### src/usb_bulk_defs.svh
`ifndef USB_BULK_DEFS_SVH
`define USB_BULK_DEFS_SVH

// Stream and token field widths
`define USB_DATA_W 8
`define USB_ADDR_W 7
`define USB_ENDP_W 4

// Bulk IN endpoint numbers
`define EP_USER 1
`define EP_TELE 2  // Bridge's own result log

// Telemetry log, 2**4 entries
`define TELE_DEPTH_LOG2 4

// Level that raises has_telemetry
`define TELE_REPORT_LEVEL 4

// Cycles allowed for the host ACK
`define HSK_TIMEOUT 64

`endif

### src/bulk_pkg.sv
package bulk_pkg;

  // Bulk IN sequencer states
  typedef enum logic [1:0] {
    SEQ_IDLE     = 2'd0,
    SEQ_STREAM   = 2'd1,  // Data phase
    SEQ_WAIT_HSK = 2'd2   // Waiting for the host ACK
  } seq_state_e;

  // Result codes, high nibble of each log byte
  typedef enum logic [3:0] {
    RES_ACK     = 4'd1,
    RES_TIMEOUT = 4'd2,
    RES_NAK     = 4'd3
  } xfer_result_e;

endpackage

### src/usb_pkg.sv
`include "usb_bulk_defs.svh"

package usb_pkg;

  // Token PIDs, low nibble of the PID byte
  typedef enum logic [3:0] {
    TOK_OUT   = 4'b0001,
    TOK_IN    = 4'b1001,
    TOK_SOF   = 4'b0101,
    TOK_SETUP = 4'b1101
  } token_pid_e;

  // 11-bit token payload
  // IN/OUT/SETUP carry endpoint and address, SOF carries the frame number
  typedef union packed {
    struct packed {
      logic [`USB_ENDP_W-1:0] endp;
      logic [`USB_ADDR_W-1:0] addr;
    } ep;
    logic [`USB_ENDP_W+`USB_ADDR_W-1:0] frame;
  } token_payload_u;

endpackage
### src/byte_stream_if.sv
`timescale 1ns/1ps
`include "usb_bulk_defs.svh"

interface byte_stream_if;
  logic                   tvalid;
  logic                   tready;
  logic                   tlast;  // Final byte of the packet
  logic [`USB_DATA_W-1:0] tdata;

  modport source (
    output tvalid, tlast, tdata,
    input  tready
  );

  modport sink (
    input  tvalid, tlast, tdata,
    output tready
  );
endinterface

### src/bulk_sequencer.sv
`timescale 1ns/1ps
`include "usb_bulk_defs.svh"

module bulk_sequencer (
  input  logic                       clock,
  input  logic                       areset_n,
  input  logic                       core_rst,
  input  logic                       in_req_i,
  input  logic [`USB_ENDP_W-1:0]     in_endp_i,
  input  logic                       user_ready_i,
  input  logic [`TELE_DEPTH_LOG2:0]  tele_level_i,
  input  logic                       last_sent_i,
  input  logic                       hsk_ack_i,
  output logic                       blk_start_o,
  output logic                       blk_cycle_o,
  output logic [`USB_ENDP_W-1:0]     blk_endpt_o,
  output logic                       nak_o,
  output logic                       timeout_o,
  output logic                       log_wr_o,
  output logic [7:0]                 log_code_o
);
  import bulk_pkg::*;

  localparam int CNT_W = $clog2(`HSK_TIMEOUT);
  localparam logic [CNT_W-1:0] CNT_LAST = CNT_W'(`HSK_TIMEOUT - 1);
  localparam logic [`USB_ENDP_W-1:0] EP_USER_ID = `EP_USER;
  localparam logic [`USB_ENDP_W-1:0] EP_TELE_ID = `EP_TELE;

  seq_state_e       state_q;
  logic [CNT_W-1:0] hsk_cnt_q;
  logic             ep_ready;

  // Can the requested endpoint answer with data right now
  always_comb begin
    case (in_endp_i)
      EP_USER_ID: ep_ready = user_ready_i;
      EP_TELE_ID: ep_ready = (tele_level_i != '0);  // Anything logged
      default:    ep_ready = 1'b0;
    endcase
  end

  always_ff @(posedge clock or negedge areset_n) begin
    if (!areset_n) begin
      state_q     <= SEQ_IDLE;
      hsk_cnt_q   <= '0;
      blk_start_o <= 1'b0;
      blk_cycle_o <= 1'b0;
      blk_endpt_o <= '0;
      nak_o       <= 1'b0;
      timeout_o   <= 1'b0;
      log_wr_o    <= 1'b0;
      log_code_o  <= '0;
    end else if (core_rst) begin
      state_q     <= SEQ_IDLE;
      hsk_cnt_q   <= '0;
      blk_start_o <= 1'b0;
      blk_cycle_o <= 1'b0;
      blk_endpt_o <= '0;
      nak_o       <= 1'b0;
      timeout_o   <= 1'b0;
      log_wr_o    <= 1'b0;
      log_code_o  <= '0;
    end else begin
      blk_start_o <= 1'b0;  // Single-cycle strobes
      nak_o       <= 1'b0;
      timeout_o   <= 1'b0;
      log_wr_o    <= 1'b0;

      case (state_q)
        SEQ_IDLE: begin
          if (in_req_i && ep_ready) begin
            blk_start_o <= 1'b1;
            blk_cycle_o <= 1'b1;
            blk_endpt_o <= in_endp_i;
            state_q     <= SEQ_STREAM;
          end else if (in_req_i) begin
            nak_o      <= 1'b1;
            log_wr_o   <= 1'b1;
            log_code_o <= {RES_NAK, in_endp_i};
          end
        end

        // Handshake timer is held while bytes are still going out
        SEQ_STREAM: begin
          if (last_sent_i) begin
            blk_cycle_o <= 1'b0;
            hsk_cnt_q   <= '0;
            state_q     <= SEQ_WAIT_HSK;
          end
        end

        SEQ_WAIT_HSK: begin
          if (hsk_ack_i) begin
            log_wr_o   <= 1'b1;
            log_code_o <= {RES_ACK, blk_endpt_o};
            state_q    <= SEQ_IDLE;
          end else if (hsk_cnt_q == CNT_LAST) begin
            timeout_o  <= 1'b1;  // Host never answered
            log_wr_o   <= 1'b1;
            log_code_o <= {RES_TIMEOUT, blk_endpt_o};
            state_q    <= SEQ_IDLE;
          end else begin
            hsk_cnt_q <= hsk_cnt_q + 1'b1;
          end
        end

        default: state_q <= SEQ_IDLE;
      endcase
    end
  end

endmodule

### src/in_stream_mux.sv
`timescale 1ns/1ps
`include "usb_bulk_defs.svh"

module in_stream_mux (
  input  logic                   clock,
  input  logic                   areset_n,
  input  logic                   core_rst,
  input  logic                   blk_cycle_i,
  input  logic [`USB_ENDP_W-1:0] blk_endpt_i,
  byte_stream_if.sink            user_s,
  byte_stream_if.sink            tele_s,
  byte_stream_if.source          tx_m,
  output logic                   last_sent_o
);
  localparam logic [`USB_ENDP_W-1:0] EP_USER_ID = `EP_USER;
  localparam logic [`USB_ENDP_W-1:0] EP_TELE_ID = `EP_TELE;

  logic                   sel_user;
  logic                   sel_tele;
  logic                   in_valid;
  logic                   in_last;
  logic [`USB_DATA_W-1:0] in_data;
  logic                   in_ready;
  logic                   in_fire;
  logic                   out_fire;
  logic                   tail_seen_q;  // tlast already taken this transaction
  logic [`USB_DATA_W:0]   skid_mem [2];  // {tlast, tdata}
  logic [`USB_DATA_W:0]   head;
  logic                   wr_ptr_q;
  logic                   rd_ptr_q;
  logic [1:0]             count_q;

  assign sel_user = blk_cycle_i && !tail_seen_q && (blk_endpt_i == EP_USER_ID);
  assign sel_tele = blk_cycle_i && !tail_seen_q && (blk_endpt_i == EP_TELE_ID);

  always_comb begin
    in_valid = 1'b0;
    in_last  = 1'b0;
    in_data  = '0;
    if (sel_user) begin
      in_valid = user_s.tvalid;
      in_last  = user_s.tlast;
      in_data  = user_s.tdata;
    end else if (sel_tele) begin
      in_valid = tele_s.tvalid;
      in_last  = tele_s.tlast;
      in_data  = tele_s.tdata;
    end
  end

  // Ready comes from the fill count only, never from tx_tready
  assign in_ready      = (count_q != 2'd2);
  assign in_fire       = in_valid && in_ready;
  assign user_s.tready = sel_user && in_ready;
  assign tele_s.tready = sel_tele && in_ready;

  assign head        = skid_mem[rd_ptr_q];
  assign tx_m.tvalid = (count_q != 2'd0);
  assign tx_m.tlast  = head[`USB_DATA_W];
  assign tx_m.tdata  = head[`USB_DATA_W-1:0];
  assign out_fire    = tx_m.tvalid && tx_m.tready;
  assign last_sent_o = out_fire && tx_m.tlast;

  always_ff @(posedge clock or negedge areset_n) begin
    if (!areset_n) begin
      wr_ptr_q    <= 1'b0;
      rd_ptr_q    <= 1'b0;
      count_q     <= 2'd0;
      tail_seen_q <= 1'b0;
    end else if (core_rst) begin
      wr_ptr_q    <= 1'b0;
      rd_ptr_q    <= 1'b0;
      count_q     <= 2'd0;
      tail_seen_q <= 1'b0;
    end else begin
      if (in_fire) begin
        wr_ptr_q <= ~wr_ptr_q;
      end
      if (out_fire) begin
        rd_ptr_q <= ~rd_ptr_q;
      end
      case ({in_fire, out_fire})
        2'b10:   count_q <= count_q + 2'd1;
        2'b01:   count_q <= count_q - 2'd1;
        default: count_q <= count_q;
      endcase
      if (!blk_cycle_i) begin
        tail_seen_q <= 1'b0;
      end else if (in_fire && in_last) begin
        tail_seen_q <= 1'b1;  // Stop pulling the next packet
      end
    end
  end

  always_ff @(posedge clock) begin
    if (in_fire) begin
      skid_mem[wr_ptr_q] <= {in_last, in_data};
    end
  end

endmodule

### src/telemetry_fifo.sv
`timescale 1ns/1ps
`include "usb_bulk_defs.svh"

module telemetry_fifo (
  input  logic                      clock,
  input  logic                      areset_n,
  input  logic                      core_rst,
  input  logic                      log_wr_i,
  input  logic [7:0]                log_code_i,
  input  logic                      blk_start_i,
  input  logic [`USB_ENDP_W-1:0]    blk_endpt_i,
  byte_stream_if.source             tele_m,
  output logic [`TELE_DEPTH_LOG2:0] level_o,
  output logic                      has_telemetry_o
);
  localparam int DEPTH = 1 << `TELE_DEPTH_LOG2;
  localparam int LVL_W = `TELE_DEPTH_LOG2 + 1;
  localparam logic [`USB_ENDP_W-1:0] EP_TELE_ID = `EP_TELE;

  logic [`USB_DATA_W-1:0] mem [DEPTH];
  logic [LVL_W-1:0]       wr_ptr_q;  // Extra bit tells full from empty
  logic [LVL_W-1:0]       rd_ptr_q;
  logic [LVL_W-1:0]       remain_q;  // Bytes left in the current packet
  logic                   active_q;
  logic                   full;
  logic                   wr_en;
  logic                   rd_en;

  assign level_o         = wr_ptr_q - rd_ptr_q;
  assign full            = (level_o == LVL_W'(DEPTH));
  assign wr_en           = log_wr_i && !full;  // Dropped when full
  assign has_telemetry_o = (level_o >= LVL_W'(`TELE_REPORT_LEVEL));

  // Only streams inside an endpoint 2 transaction
  assign tele_m.tvalid = active_q && (level_o != '0);
  assign tele_m.tdata  = mem[rd_ptr_q[`TELE_DEPTH_LOG2-1:0]];
  assign tele_m.tlast  = (remain_q == LVL_W'(1));
  assign rd_en         = tele_m.tvalid && tele_m.tready;

  always_ff @(posedge clock or negedge areset_n) begin
    if (!areset_n) begin
      wr_ptr_q <= '0;
      rd_ptr_q <= '0;
      remain_q <= '0;
      active_q <= 1'b0;
    end else if (core_rst) begin
      wr_ptr_q <= '0;
      rd_ptr_q <= '0;
      remain_q <= '0;
      active_q <= 1'b0;
    end else begin
      if (wr_en) begin
        wr_ptr_q <= wr_ptr_q + 1'b1;
      end
      if (rd_en) begin
        rd_ptr_q <= rd_ptr_q + 1'b1;
      end

      // Packet length is whatever is logged at the start
      if (blk_start_i && (blk_endpt_i == EP_TELE_ID)) begin
        remain_q <= level_o;
        active_q <= (level_o != '0);
      end else if (rd_en) begin
        remain_q <= remain_q - 1'b1;
        if (tele_m.tlast) begin
          active_q <= 1'b0;
        end
      end
    end
  end

  always_ff @(posedge clock) begin
    if (wr_en) begin
      mem[wr_ptr_q[`TELE_DEPTH_LOG2-1:0]] <= log_code_i;
    end
  end

endmodule

### src/token_decoder.sv
`timescale 1ns/1ps
`include "usb_bulk_defs.svh"

module token_decoder (
  input  logic                    clock,
  input  logic                    areset_n,
  input  logic                    core_rst,
  input  logic                    token_valid_i,
  input  usb_pkg::token_pid_e     token_pid_i,
  input  usb_pkg::token_payload_u token_payload_i,
  input  logic [`USB_ADDR_W-1:0]  dev_addr_i,
  output logic                    in_req_o,
  output logic [`USB_ENDP_W-1:0]  in_endp_o,
  output logic                    sof_o,
  output logic [10:0]             frame_o
);
  import usb_pkg::*;

  logic is_in;
  logic is_sof;
  logic addr_hit;

  assign is_in    = token_valid_i && (token_pid_i == TOK_IN);
  assign is_sof   = token_valid_i && (token_pid_i == TOK_SOF);
  assign addr_hit = (token_payload_i.ep.addr == dev_addr_i);  // Endpoint view

  always_ff @(posedge clock or negedge areset_n) begin
    if (!areset_n) begin
      in_req_o <= 1'b0;
      sof_o    <= 1'b0;
    end else if (core_rst) begin
      in_req_o <= 1'b0;
      sof_o    <= 1'b0;
    end else begin
      in_req_o <= is_in && addr_hit;
      sof_o    <= is_sof;  // SOF is broadcast
    end
  end

  // Token fields, held until the next token of the same kind
  always_ff @(posedge clock) begin
    if (is_in) begin
      in_endp_o <= token_payload_i.ep.endp;
    end
    if (is_sof) begin
      frame_o <= token_payload_i.frame;  // Frame view
    end
  end

endmodule

### src/usb_bulk_bridge.sv
`timescale 1ns/1ps
`include "usb_bulk_defs.svh"

module usb_bulk_bridge (
  input  logic                               clock,
  input  logic                               areset_n,
  input  logic                               usb_bus_reset_i,
  input  logic [`USB_ADDR_W-1:0]             dev_addr_i,
  input  logic                               token_valid_i,
  input  logic [3:0]                         token_pid_i,
  input  logic [`USB_ENDP_W+`USB_ADDR_W-1:0] token_payload_i,
  input  logic                               hsk_ack_i,
  input  logic                               blk_in_ready_i,
  input  logic                               s_tvalid_i,
  input  logic                               s_tlast_i,
  input  logic [`USB_DATA_W-1:0]             s_tdata_i,
  output logic                               s_tready_o,
  output logic                               tx_tvalid_o,
  output logic                               tx_tlast_o,
  output logic [`USB_DATA_W-1:0]             tx_tdata_o,
  input  logic                               tx_tready_i,
  output logic                               blk_start_o,
  output logic                               blk_cycle_o,
  output logic [`USB_ENDP_W-1:0]             blk_endpt_o,
  output logic                               nak_o,
  output logic                               timeout_o,
  output logic                               sof_o,
  output logic [10:0]                        frame_o,
  output logic                               has_telemetry_o,
  output logic                               usb_reset_o
);
  import usb_pkg::*;

  logic [2:0]                rst_sync_q;
  logic                      core_rst;
  token_pid_e                token_pid;
  token_payload_u            token_payload;
  logic                      in_req;
  logic [`USB_ENDP_W-1:0]    in_endp;
  logic                      last_sent;
  logic                      log_wr;
  logic [7:0]                log_code;
  logic [`TELE_DEPTH_LOG2:0] tele_level;

  byte_stream_if user_if ();
  byte_stream_if tele_if ();
  byte_stream_if tx_if ();

  // Three-stage reset release, bus reset clears the last stage
  always_ff @(posedge clock or negedge areset_n) begin
    if (!areset_n) begin
      rst_sync_q <= 3'b000;
    end else begin
      rst_sync_q <= {rst_sync_q[1] & ~usb_bus_reset_i, rst_sync_q[0], 1'b1};
    end
  end

  assign core_rst    = ~rst_sync_q[2];
  assign usb_reset_o = core_rst;

  assign token_pid     = token_pid_e'(token_pid_i);
  assign token_payload = token_payload_i;

  // Endpoint 1 user stream
  assign user_if.tvalid = s_tvalid_i;
  assign user_if.tlast  = s_tlast_i;
  assign user_if.tdata  = s_tdata_i;
  assign s_tready_o     = user_if.tready;

  assign tx_tvalid_o  = tx_if.tvalid;
  assign tx_tlast_o   = tx_if.tlast;
  assign tx_tdata_o   = tx_if.tdata;
  assign tx_if.tready = tx_tready_i;

  token_decoder u_token_decoder (
    .clock           (clock),
    .areset_n        (areset_n),
    .core_rst        (core_rst),
    .token_valid_i   (token_valid_i),
    .token_pid_i     (token_pid),
    .token_payload_i (token_payload),
    .dev_addr_i      (dev_addr_i),
    .in_req_o        (in_req),
    .in_endp_o       (in_endp),
    .sof_o           (sof_o),
    .frame_o         (frame_o)
  );

  bulk_sequencer u_bulk_sequencer (
    .clock        (clock),
    .areset_n     (areset_n),
    .core_rst     (core_rst),
    .in_req_i     (in_req),
    .in_endp_i    (in_endp),
    .user_ready_i (blk_in_ready_i),
    .tele_level_i (tele_level),
    .last_sent_i  (last_sent),
    .hsk_ack_i    (hsk_ack_i),
    .blk_start_o  (blk_start_o),
    .blk_cycle_o  (blk_cycle_o),
    .blk_endpt_o  (blk_endpt_o),
    .nak_o        (nak_o),
    .timeout_o    (timeout_o),
    .log_wr_o     (log_wr),
    .log_code_o   (log_code)
  );

  in_stream_mux u_in_stream_mux (
    .clock       (clock),
    .areset_n    (areset_n),
    .core_rst    (core_rst),
    .blk_cycle_i (blk_cycle_o),
    .blk_endpt_i (blk_endpt_o),
    .user_s      (user_if.sink),
    .tele_s      (tele_if.sink),
    .tx_m        (tx_if.source),
    .last_sent_o (last_sent)
  );

  telemetry_fifo u_telemetry_fifo (
    .clock           (clock),
    .areset_n        (areset_n),
    .core_rst        (core_rst),
    .log_wr_i        (log_wr),
    .log_code_i      (log_code),
    .blk_start_i     (blk_start_o),
    .blk_endpt_i     (blk_endpt_o),
    .tele_m          (tele_if.source),
    .level_o         (tele_level),
    .has_telemetry_o (has_telemetry_o)
  );

endmodule

### config.mk
export PLATFORM = sky130hd
export DESIGN_NAME = usb_bulk_bridge
export DESIGN_NICKNAME = d
export VERILOG_FILES = /design/src/bulk_pkg.sv /design/src/usb_pkg.sv /design/src/byte_stream_if.sv /design/src/bulk_sequencer.sv /design/src/in_stream_mux.sv /design/src/telemetry_fifo.sv /design/src/token_decoder.sv /design/src/usb_bulk_bridge.sv
export VERILOG_INCLUDE_DIRS = /design/src
export SDC_FILE = /design/constraint.sdc
export NUM_CORES = 1
export LEC_CHECK = 0
export BUFFER_PORTS_ARGS = -buffer_cell sky130_fd_sc_hd__buf_2
export CAP_MARGIN = 20
export CELL_PAD_IN_SITES_DETAIL_PLACEMENT = 2
export CELL_PAD_IN_SITES_GLOBAL_PLACEMENT = 2
export CORE_MARGIN = 2
export CORE_UTILIZATION = 46
export CTS_CLUSTER_DIAMETER = 30
export CTS_CLUSTER_SIZE = 12
export DETAILED_ROUTE_END_ITERATION = 8
export HOLD_SLACK_MARGIN = 0.15
export MAX_ROUTING_LAYER = met4
export PLACE_DENSITY = 0.92
export SYNTH_ARGS = -nofsm -noshare
export SYNTH_HDL_FRONTEND = slang
export SYNTH_SLANG_ARGS = --single-unit
### constraint.sdc
create_clock -name clock -period 6.9 [get_ports clock]
set_clock_uncertainty 0.1 [all_clocks]
set_input_delay 1.035 -clock clock [delete_from_list [all_inputs] [get_ports clock]]
set_output_delay 1.035 -clock clock [all_outputs]
set_load 0.1 [all_outputs]
==> impl_metrics.json, run 1 <==
{
  "status": "complete, no violations",
  "setup_viol": 0,
  "synth_top_family_by_area": "multiplexers",
  "synth_area_leaders": "edfxtp_1 50%, dfrtp_1 16%, mux4_2 8.8%",
  "critPathKind": "reg2out",
  "vias_per_cell": 6.07,
  "die_x_um": 133,
  "gp_congestion": 0.816,
  "syn_inst": 505,
  "drv_cap": 0,
  "crit_path_end_kind": "output pin",
  "dp_hpwl_mm": 15.5,
  "synth_edf_count": 129,
  "cts_buffers": 17,
  "pwr-share-comb": 0.021,
  "final_layout_size_suffix_gt1_frac": 0.268,
  "drt-pass1-iter-count": 5,
  "dp_cells": 779,
  "synth_fa_ha_area_frac": 0.0221,
  "grt_max_degree": 50,
  "pin_count": 72,
  "groute.usage.overall": 0.302,
  "vias": 4939,
  "drc": 0,
  "yosys.area_share.simple": 0.108,
  "crit_path_cell_trace": "buf_4, ha_1, fa_1, nand2b_1, a21oi_2, xnor2_1, or3_1, buf_2",
  "finalPower_mw": 2.20,
  "setup_tns_ns": 0,
  "num-fill-cells": 1513,
  "cpPeakStageDelay_ns": 0.48,
  "critPathMaxFanout": 28,
  "clockRootBuffer": "clkbuf_16",
  "cts_tree": "built",
  "switching_share": 0.212,
  "p_sw_uw": 467,
  "vdd_ir_drop_max_mv": 0.180,
  "post_cts_resized": 0,
  "drtIter0Drc": 403,
  "ctsLongestPathBuffers": 2,
  "diodes": 0,
  "cts_setup_buffers": 0,
  "dieHeight_um": 133,
  "regArea_um2": 5100,
  "clk_pin_slew_worst_paths_ns": 0.07,
  "leakage_nw": 3.04,
  "antenna_found_initial": 0,
  "hold_slack_ns": 0.275,
  "fmax_mhz": 220,
  "slew_viol_final": 0,
  "grt.overflow.total": 0,
  "clk_latency_ns": 0.44,
  "critPathArrivalTime_ns": 3.41,
  "slew_headroom": 0.287,
  "mostFrequentLayoutCells": "129 x edfxtp_1, 72 x buf_2, 49 x dfrtp_1",
  "synth_compound_area_frac": 0.0463,
  "portBuffers": 71,
  "synth-seq-cells": 178,
  "synthXorXnorAreaFrac": 0.0262,
  "core_um2": 16500,
  "synth_cell_types": 56,
  "final-hold-violation-count": 0,
  "yosysTopAreaCellShare": 0.503,
  "grt_pass1_wl_mm": 37.3,
  "crit_path_start_kind": "flip-flop",
  "fin_nets": 633,
  "area_growth_pct": 15.8,
  "cts_hold_buf": 0,
  "syn_area_per_cell_um2": 15.2,
  "multi_input_area_um2": 2470,
  "pre_cts_slack_ns": 2.70,
  "setup_ws_ns": 2.35,
  "stdcell_count": 814,
  "yosysTopAreaCell": "edfxtp_1",
  "die_area_um2": 17800,
  "post_drt_wl_per_cell_um": 30.5,
  "syn_nets": 557,
  "power_frac_seq": 0.518,
  "hold_path_class": "reg2reg",
  "mostFrequentLayoutCell": "edfxtp_1",
  "netlist_area_um2": 7700,
  "synth_mux_area_frac": 0.117,
  "rsz0062_at_grt": "false",
  "yosysWarnings": 0,
  "routed_wl_mm": 24.8,
  "postSynth.asyncResetShare": 0.275,
  "num_rows": 47,
  "period_needed_ns": 4.55,
  "cts.sinks": 178,
  "worstMarginPinSlew_ns": 1.06,
  "cp_slowest_cell": "fa_1",
  "clockPowerShare": 0.461,
  "yosysSeqAreaShare": 0.663,
  "power.density_nw_per_um2": 247,
  "required_ns": 5.76,
  "start_util": 0.467,
  "h-tree-depth": 4,
  "ant_nets": 0,
  "cell_internal_pwr_mw": 1.74,
  "grt_pass1_vias": 5619,
  "synth_ff_type": "edfxtp_1",
  "fin_crit_sh": 0.659
}
-- sequential cells by signal, indices dropped and copies added (netlist names), 2 cells and up --
register and count:
u_telemetry_fifo.mem 96, u_in_stream_mux.skid_mem 18, u_token_decoder.frame_o 11, u_bulk_sequencer.hsk_cnt_q 6
u_bulk_sequencer.log_code_o 6, u_telemetry_fifo.rd_ptr_q 5, u_telemetry_fifo.remain_q 5, u_telemetry_fifo.wr_ptr_q 5
u_bulk_sequencer.blk_endpt_o 4, u_token_decoder.in_endp_o 4, rst_sync_q 3, u_bulk_sequencer.state_q 2
u_in_stream_mux.count_q 2
-- cell families after synthesis --
kind of cell    after synthesis
mux                          50
flops                       178
compound gates               51
other cells                   1
buf+inv                      32
fa+ha+maj                    13
xor+xnor                     23
simple gates                157
-- power by group through the flow --
stage | sequential (mW) | combinational (mW) | clock, mW
detailed placement | 1.17 | 0.0433 | 0
CTS | 1.14 | 0.0445 | 1.03
global placement | 1.17 | 0.0406 | 0
finish | 1.14 | 0.0456 | 1.02
floorplan | 1.17 | 0.0115 | 0
global route | 1.14 | 0.0487 | 1.06
-- cells in the mapped netlist, types with 3 or more instances --
cell and instances:
a211oi_1 5, a21oi_1 10, and2_1 9, and3_1 14, buf_2 4, clkbuf_1 15
dfrtp_1 49, edfxtp_1 129, ha_1 12, inv_1 10, mux2_2 8, mux2i_1 11
mux4_2 30, nand2_1 35, nand2b_1 7, nand3_1 10, nand3b_1 4, nand4_1 3
nor2_1 38, nor2b_1 10, nor3_1 4, nor4_1 5, nor4b_1 3, o21ai_0 11
o31ai_1 4, or3_1 5, xnor2_1 4, xor2_1 19
-- through the flow --
stage / instance area, um2 / utilization
after floorplan: 7700 / -
after global routing: 8910 / 0.541
after detailed placement: 8270 / 0.502
after global placement: 8270 / 0.502
final: 8910 / 0.541
after CTS: 8870 / 0.539
-- final cells by class --
class | count | share of cell area
multi-input combinational | 295 | 0.277
sequential | 178 | 0.572
tap | 220 | 0.0309
clock inverter | 11 | 0.0171
timing repair buffer | 77 | 0.0469
clock buffer | 21 | 0.0505
inverter | 12 | 0.00505
-- metal layers --
layer / track usage / part of all wire / vias up
met5: - / 0 / -
met4: 0.115 / 0.033 / 0
met3: 0.0635 / 0.055 / 67
met2: 0.522 / 0.53 / 204
met1: 0.349 / 0.38 / 2611
li1: - / - / 2057
-- critical path, delay by kind of cell, from the launching register on --
family                     cells  cell delay (ns)
xor gates and xnor gates       1             0.41
adders and majority gates      2             0.80
AOI/OAI and AO/OA              1             0.21
and+or+nand+nor                2             0.41
buffers and inverters          2             0.73
DFF                            1             0.38
-- worst paths after layout --
| check | from | end | slack (ns) | cells after the start |
|---|---|---|---|---|
| max in group asynchronous | areset_n | u_bulk_sequencer.log_code_o[2] | 5.57 | 2 |
| min in group asynchronous | areset_n | u_in_stream_mux.wr_ptr_q | 0.55 | 1 |
| min | rst_sync_q[0] | rst_sync_q[1] | 0.28 | 0 |
| max | u_telemetry_fifo.rd_ptr_q[0] | has_telemetry_o | 2.35 | 8 |
| min reg2reg | rst_sync_q[0] | rst_sync_q[1] | 0.28 | 0 |
| max reg2reg | u_telemetry_fifo.rd_ptr_q[0] | u_telemetry_fifo.mem[3][3] | 2.65 | 8 |
Power figures use the tool's default switching activity.
==> run 2, diff against run 1 <==
--- a/config.mk
+++ b/config.mk
@@ -11,13 +11,13 @@
 export CELL_PAD_IN_SITES_DETAIL_PLACEMENT = 2
 export CELL_PAD_IN_SITES_GLOBAL_PLACEMENT = 2
 export CORE_MARGIN = 2
-export CORE_UTILIZATION = 46
+export CORE_UTILIZATION = 43
 export CTS_CLUSTER_DIAMETER = 30
 export CTS_CLUSTER_SIZE = 12
 export DETAILED_ROUTE_END_ITERATION = 8
 export HOLD_SLACK_MARGIN = 0.15
 export MAX_ROUTING_LAYER = met4
-export PLACE_DENSITY = 0.92
+export PLACE_DENSITY = 0.87
 export SYNTH_ARGS = -nofsm -noshare
 export SYNTH_HDL_FRONTEND = slang
 export SYNTH_SLANG_ARGS = --single-unit
==> constraint.sdc (replaced) <==
create_clock -name clock -period 4.4 [get_ports clock]
set_clock_uncertainty 0.1 [all_clocks]
set_input_delay 0.66 -clock clock [delete_from_list [all_inputs] [get_ports clock]]
set_output_delay 0.66 -clock clock [all_outputs]
set_load 0.1 [all_outputs]
==> run 2 against run 1 <==
  * Utilization decreased by 2.9 points
  * Clock power is 50% higher
  * Count of clock-buffer cells in the layout decreased by 1
  * Largest cell class unchanged
  * Die area is 6.8% higher
  * Via count is 3.1% lower
  * Critical path depth unchanged
  * Critical path type unchanged
  * Hold slack worse by 0.012 ns
  * Flip-flop and latch count did not move
  * Critical endpoint unchanged
  * Largest power group unchanged
  * Sequential power grew 57%
  * Total power rose by 54%
==> impl_metrics.json, run 2 (synthesized netlist as in run 1, its figures left out) <==
{
  "vias_per_cell": 5.82,
  "slew_headroom": 0.318,
  "rr_startpoint": "u_telemetry_fifo.wr_ptr_q[0]",
  "clk_pin_slew_worst_paths_ns": 0.07,
  "cpPeakStageDelay_ns": 0.47,
  "crit_family": "adder cells",
  "pwr-share-comb": 0.020,
  "drtIter0Drc": 505,
  "post_drt_wl_per_cell_um": 27.4,
  "pin_count": 72,
  "drc": 0,
  "worstHoldStart": "usb_bus_reset_i",
  "drt-pass1-iter-count": 4,
  "grt_max_degree": 50,
  "clk_latency_ns": 0.44,
  "h-tree-depth": 4,
  "largest_reg_flops": 96,
  "antenna_found_initial": 1,
  "gp_congestion": 0.840,
  "mostFrequentLayoutCells": "129 x edfxtp_1, 71 x buf_2, 49 x dfrtp_1",
  "clockPowerShare": 0.451,
  "cts.sinks": 178,
  "period_needed_ns": 3.89,
  "p_sw_uw": 714,
  "grtUsageMet3": 0.0581,
  "fin_crit_sh": 0.884,
  "clockRootBuffer": "clkbuf_16",
  "leakage_nw": 3.03,
  "die_x_um": 138,
  "fin_nets": 635,
  "start_util": 0.442,
  "crit_path_cell_trace": "inv_1, ha_1, fa_1, nand2b_1, a21oi_2, xnor2_1, or3_1, buf_2",
  "setup_viol": 0,
  "crit_path_end_kind": "output pin",
  "dieHeight_um": 138,
  "hold_slack_ns": 0.264,
  "grt.overflow.total": 0,
  "critPathArrivalTime_ns": 3.13,
  "vias": 4787,
  "mostFrequentLayoutCell": "edfxtp_1",
  "dp_hpwl_mm": 15.0,
  "use_met1": 0.325,
  "cts_tree": "built",
  "rsz0062_at_grt": "false",
  "crit_buf_inv": 2,
  "routed_wl_mm": 22.6,
  "ant_nets": 0,
  "power_frac_seq": 0.529,
  "cp_slowest_cell": "fa_1",
  "switching_share": 0.211,
  "num_rows": 48,
  "final_layout_size_suffix_gt1_frac": 0.268,
  "die_area_um2": 19000,
  "final-hold-violation-count": 0,
  "critPathKind": "reg2out",
  "ctsLongestPathBuffers": 2,
  "critPathMaxFanout": 8,
  "cts_buffers": 17,
  "cell_internal_pwr_mw": 2.68,
  "core_um2": 17400,
  "crit_path_start": "u_telemetry_fifo.wr_ptr_q[0]",
  "top_usage_layer": "met2",
  "power.density_nw_per_um2": 380,
  "slew_viol_final": 0,
  "portBuffers": 71,
  "grt_pass1_wl_mm": 33.7,
  "grt_use_met2": 0.428,
  "setup_tns_ns": 0,
  "area_growth_pct": 15.9,
  "groute.usage.overall": 0.262,
  "drv_cap": 0,
  "vdd_ir_drop_max_mv": 0.285,
  "crit_path_start_kind": "flip-flop",
  "status": "complete, no violations",
  "worstMarginPinSlew_ns": 1.01,
  "fmax_mhz": 257,
  "hold_path_class": "in2reg",
  "cts_setup_buffers": 0,
  "grt_pass1_vias": 5314,
  "required_ns": 3.64
}
[run 2: power by group through the flow]
| stage | sequential (mW) | clock [mW] | combinational, mW |
|---|---|---|---|
| 2_1_floorplan | 1.84 | 0 | 0.0181 |
| 3_3_place_gp | 1.83 | 0 | 0.0633 |
| 3_5_place_dp | 1.83 | 0 | 0.0666 |
| 4_1_cts | 1.79 | 1.54 | 0.0671 |
| 5_1_grt | 1.79 | 1.60 | 0.0748 |
| 6_report | 1.79 | 1.53 | 0.0690 |
[run 2: metal layers]
metal,up-vias,wire length (um)
met5,-,0
met4,0,433
met3,30,1060
met2,181,11600
met1,2507,9490
li1,2069,-
[run 2: what timing repair did]
action / in CTS / in global routing
setup endpoints to repair: 0 / 0
endpoints found under the hold margin: 0 / 12
hold buffers: 0 / 1
gates resized for setup: 0 / 0
[run 2: worst paths after layout]
path / endpoint / slack, ns / depth (start not counted)
max: has_telemetry_o / 0.51 / 8
min: rst_sync_q[2] / 0.26 / 2
max reg2reg: u_in_stream_mux.skid_mem[0][3] / 0.70 / 9
min reg2reg: rst_sync_q[1] / 0.28 / 0
max in group asynchronous: u_bulk_sequencer.log_code_o[3] / 3.10 / 3
min in group asynchronous: u_in_stream_mux.tail_seen_q / 0.57 / 2
[run 2: layout make-up]
type                            instances  area [um2]
Antenna cell                            1        2.50
Clock buffer                           20         457
Clock inverter                         12         131
Fill cell                            1624        8500
Inverter                               12        45.0
Multi-Input combinational cell        295        2470
Sequential cell                       178        5100
Tap cell                              225         282
Timing Repair Buffer                   79         430
[run 2: worst reg2reg max path: cells and delay by family (launching register included)]
kind                     cells  cell delay (ns)
AO/OA/AOI/OAI                3             0.70
XOR/XNOR                     1             0.36
adder cells (fa/ha/maj)      2             0.71
buffers and inverters        1             0.13
flip-flops                   1             0.45
AND/OR/NAND/NOR              2             0.87
[run 2: metrics by stage]
stage | instances | power, mW | area, um2 | utilization | setup WS [ns]
5_1_grt | 822 | 3.47 | 8920 | 0.512 | 0.346
6_report | 822 | 3.39 | 8920 | 0.512 | 0.512
2_1_floorplan | 505 | 1.86 | 7700 | - | 1.11
3_5_place_dp | 787 | 1.89 | 8300 | 0.476 | 0.621
4_1_cts | 819 | 3.40 | 8880 | 0.510 | 0.477
3_3_place_gp | 787 | 1.89 | 8300 | 0.476 | 1.01
==> run 3, diff against run 2 <==
--- a/config.mk
+++ b/config.mk
@@ -18,6 +18,7 @@
 export HOLD_SLACK_MARGIN = 0.15
 export MAX_ROUTING_LAYER = met4
 export PLACE_DENSITY = 0.87
+export RECOVER_POWER = 25
 export SYNTH_ARGS = -nofsm -noshare
 export SYNTH_HDL_FRONTEND = slang
 export SYNTH_SLANG_ARGS = --single-unit
==> run 3 against run 2 <==
  * Non-clock buffer count is the same
  * Hold slack about the same
  * Critical path type unchanged
  * Flip-flop and latch count stayed put
  * Final cell count unchanged
  * Global-route usage did not move
  * Die area is the same
  * Setup slack improved by 0.0015 ns
  * Utilization shrank 0.079 points
==> impl_metrics.json, run 3 (synthesized netlist as in run 1, its figures left out) <==
{
  "status": "complete, no violations",
  "reg2regPathDepth": 9,
  "rr_startpoint": "u_telemetry_fifo.wr_ptr_q[0]",
  "cts_tree": "built",
  "vias_per_cell": 5.84,
  "vdd_ir_drop_max_mv": 0.286,
  "vias": 4803,
  "multi_input_area_um2": 2470,
  "drc": 0,
  "required_ns": 3.64,
  "grtUsageMet3": 0.0581,
  "min_path_cells": 2,
  "grt_pass1_vias": 5314,
  "die_area_um2": 19000,
  "leakage_nw": 3.00,
  "die_x_um": 138,
  "grt_pass1_wl_mm": 33.7,
  "cpPeakStageDelay_ns": 0.47,
  "core_um2": 17400,
  "h-tree-depth": 4,
  "gp_congestion": 0.840,
  "routed_wl_mm": 22.6,
  "worstHoldStart": "usb_bus_reset_i",
  "use_met1": 0.325,
  "num-fill-cells": 1633,
  "worstMarginPinSlew_ns": 1.02,
  "crit_path_start_kind": "flip-flop",
  "ant_nets": 0,
  "slew_headroom": 0.312,
  "top_usage_layer": "met2",
  "critPathMaxFanout": 8,
  "final_layout_size_suffix_gt1_frac": 0.250,
  "groute.usage.overall": 0.262,
  "setup_viol": 0,
  "antenna_found_initial": 1,
  "reg2reg_setup_slack_ns": 0.71,
  "fin_nets": 635,
  "cp_slowest_cell": "fa_1",
  "setup_tns_ns": 0,
  "crit_family": "adder cells",
  "clk_pin_slew_worst_paths_ns": 0.07,
  "cts_buffers": 17,
  "dp_hpwl_mm": 15.0,
  "final_core_util": 0.511,
  "largest_reg_flops": 96,
  "regArea_um2": 5100,
  "fin_crit_sh": 0.883,
  "area_growth_pct": 15.7,
  "rsz0062_at_grt": "false",
  "slew_viol_final": 0,
  "mostFrequentLayoutCell": "edfxtp_1",
  "grt_max_degree": 50,
  "pin_count": 72,
  "hold_path_class": "in2reg",
  "grt.overflow.total": 0,
  "dieHeight_um": 138,
  "timing.rr.end": "u_in_stream_mux.skid_mem[0][3]",
  "critPathArrivalTime_ns": 3.13,
  "drv_cap": 0,
  "num_rows": 48,
  "crit_buf_inv": 2,
  "drtIter0Drc": 483,
  "period_needed_ns": 3.89,
  "cts.sinks": 178,
  "clk_latency_ns": 0.44,
  "ctsLongestPathBuffers": 2,
  "fmax_mhz": 257,
  "min_to": "rst_sync_q[2]",
  "grt_use_met2": 0.428,
  "crit_path_cell_trace": "inv_1, ha_1, fa_1, nand2b_1, a21oi_2, xnor2_1, or3_1, buf_2",
  "clockRootBuffer": "clkbuf_16",
  "post_drt_wl_per_cell_um": 27.5,
  "portBuffers": 71,
  "start_util": 0.442,
  "power.density_nw_per_um2": 381,
  "post_cts_resized": 0,
  "critPathKind": "reg2out",
  "drt-pass1-iter-count": 4,
  "crit_path_end_kind": "output pin",
  "mostFrequentLayoutCells": "129 x edfxtp_1, 60 x buf_2, 49 x dfrtp_1",
  "final-hold-violation-count": 0
}
==> run 3: changes by cell type in the layout (fill, tap and decap cells not counted), sizes merged <==
cell    change
buf        -11
clkbuf     +11
==> run 3: worst max-delay path by stage <==
stage	to	start	cells after the start
after floorplan	has_telemetry_o	u_telemetry_fifo.wr_ptr_q[0]	7
after global placement	u_in_stream_mux.skid_mem[1][3]	u_telemetry_fifo.wr_ptr_q[0]	9
after detailed placement	u_in_stream_mux.skid_mem[0][1]	u_telemetry_fifo.wr_ptr_q[0]	9
after CTS	has_telemetry_o	u_telemetry_fifo.wr_ptr_q[0]	8
after global routing	has_telemetry_o	u_telemetry_fifo.wr_ptr_q[0]	8
final	has_telemetry_o	u_telemetry_fifo.wr_ptr_q[0]	8
==> run 3: final cells by class <==
class                           instances  share of cell area
Sequential cell                       178               0.573
Multi-Input combinational cell        295               0.277
Clock buffer                           20              0.0513
Timing Repair Buffer                   79              0.0468
Tap cell                              225              0.0316
Clock inverter                         12              0.0148
Inverter                               12             0.00506
Antenna cell                            1            0.000281
==> run 3: through the flow <==
stage                     cell area [um2]  hold slack (ns)  setup slack (ns)  total power [mW]  std cells
final                                8900            0.264             0.514              3.39        822
after global routing                 8900            0.266             0.346              3.47        822
after CTS                            8880            0.264             0.477              3.40        819
after detailed placement             8300            0.256             0.621              1.89        787
after global placement               8300            0.234              1.01              1.89        787
after floorplan                      7700            0.231              1.11              1.86        505
==> run 3: timing repair <==
| action | 4_1_cts | 5_1_grt |
|---|---|---|
| setup buffers | 0 | 0 |
| hold endpoints to repair | 0 | 12 |
| hold buffers | 0 | 1 |
==> run 3: per-layer routing <==
metal  vias up  wire length (um)
met2       193             11600
met1      2512              9430
li1       2069                 -
met4         0               437
met3        29              1170
met5         -                 0
==> run 3: power breakdown <==
group,internal [mW],switching [mW]
registers,1.79,0.00506
clock network,0.868,0.661
logic,0.0205,0.0473
total,2.68,0.713
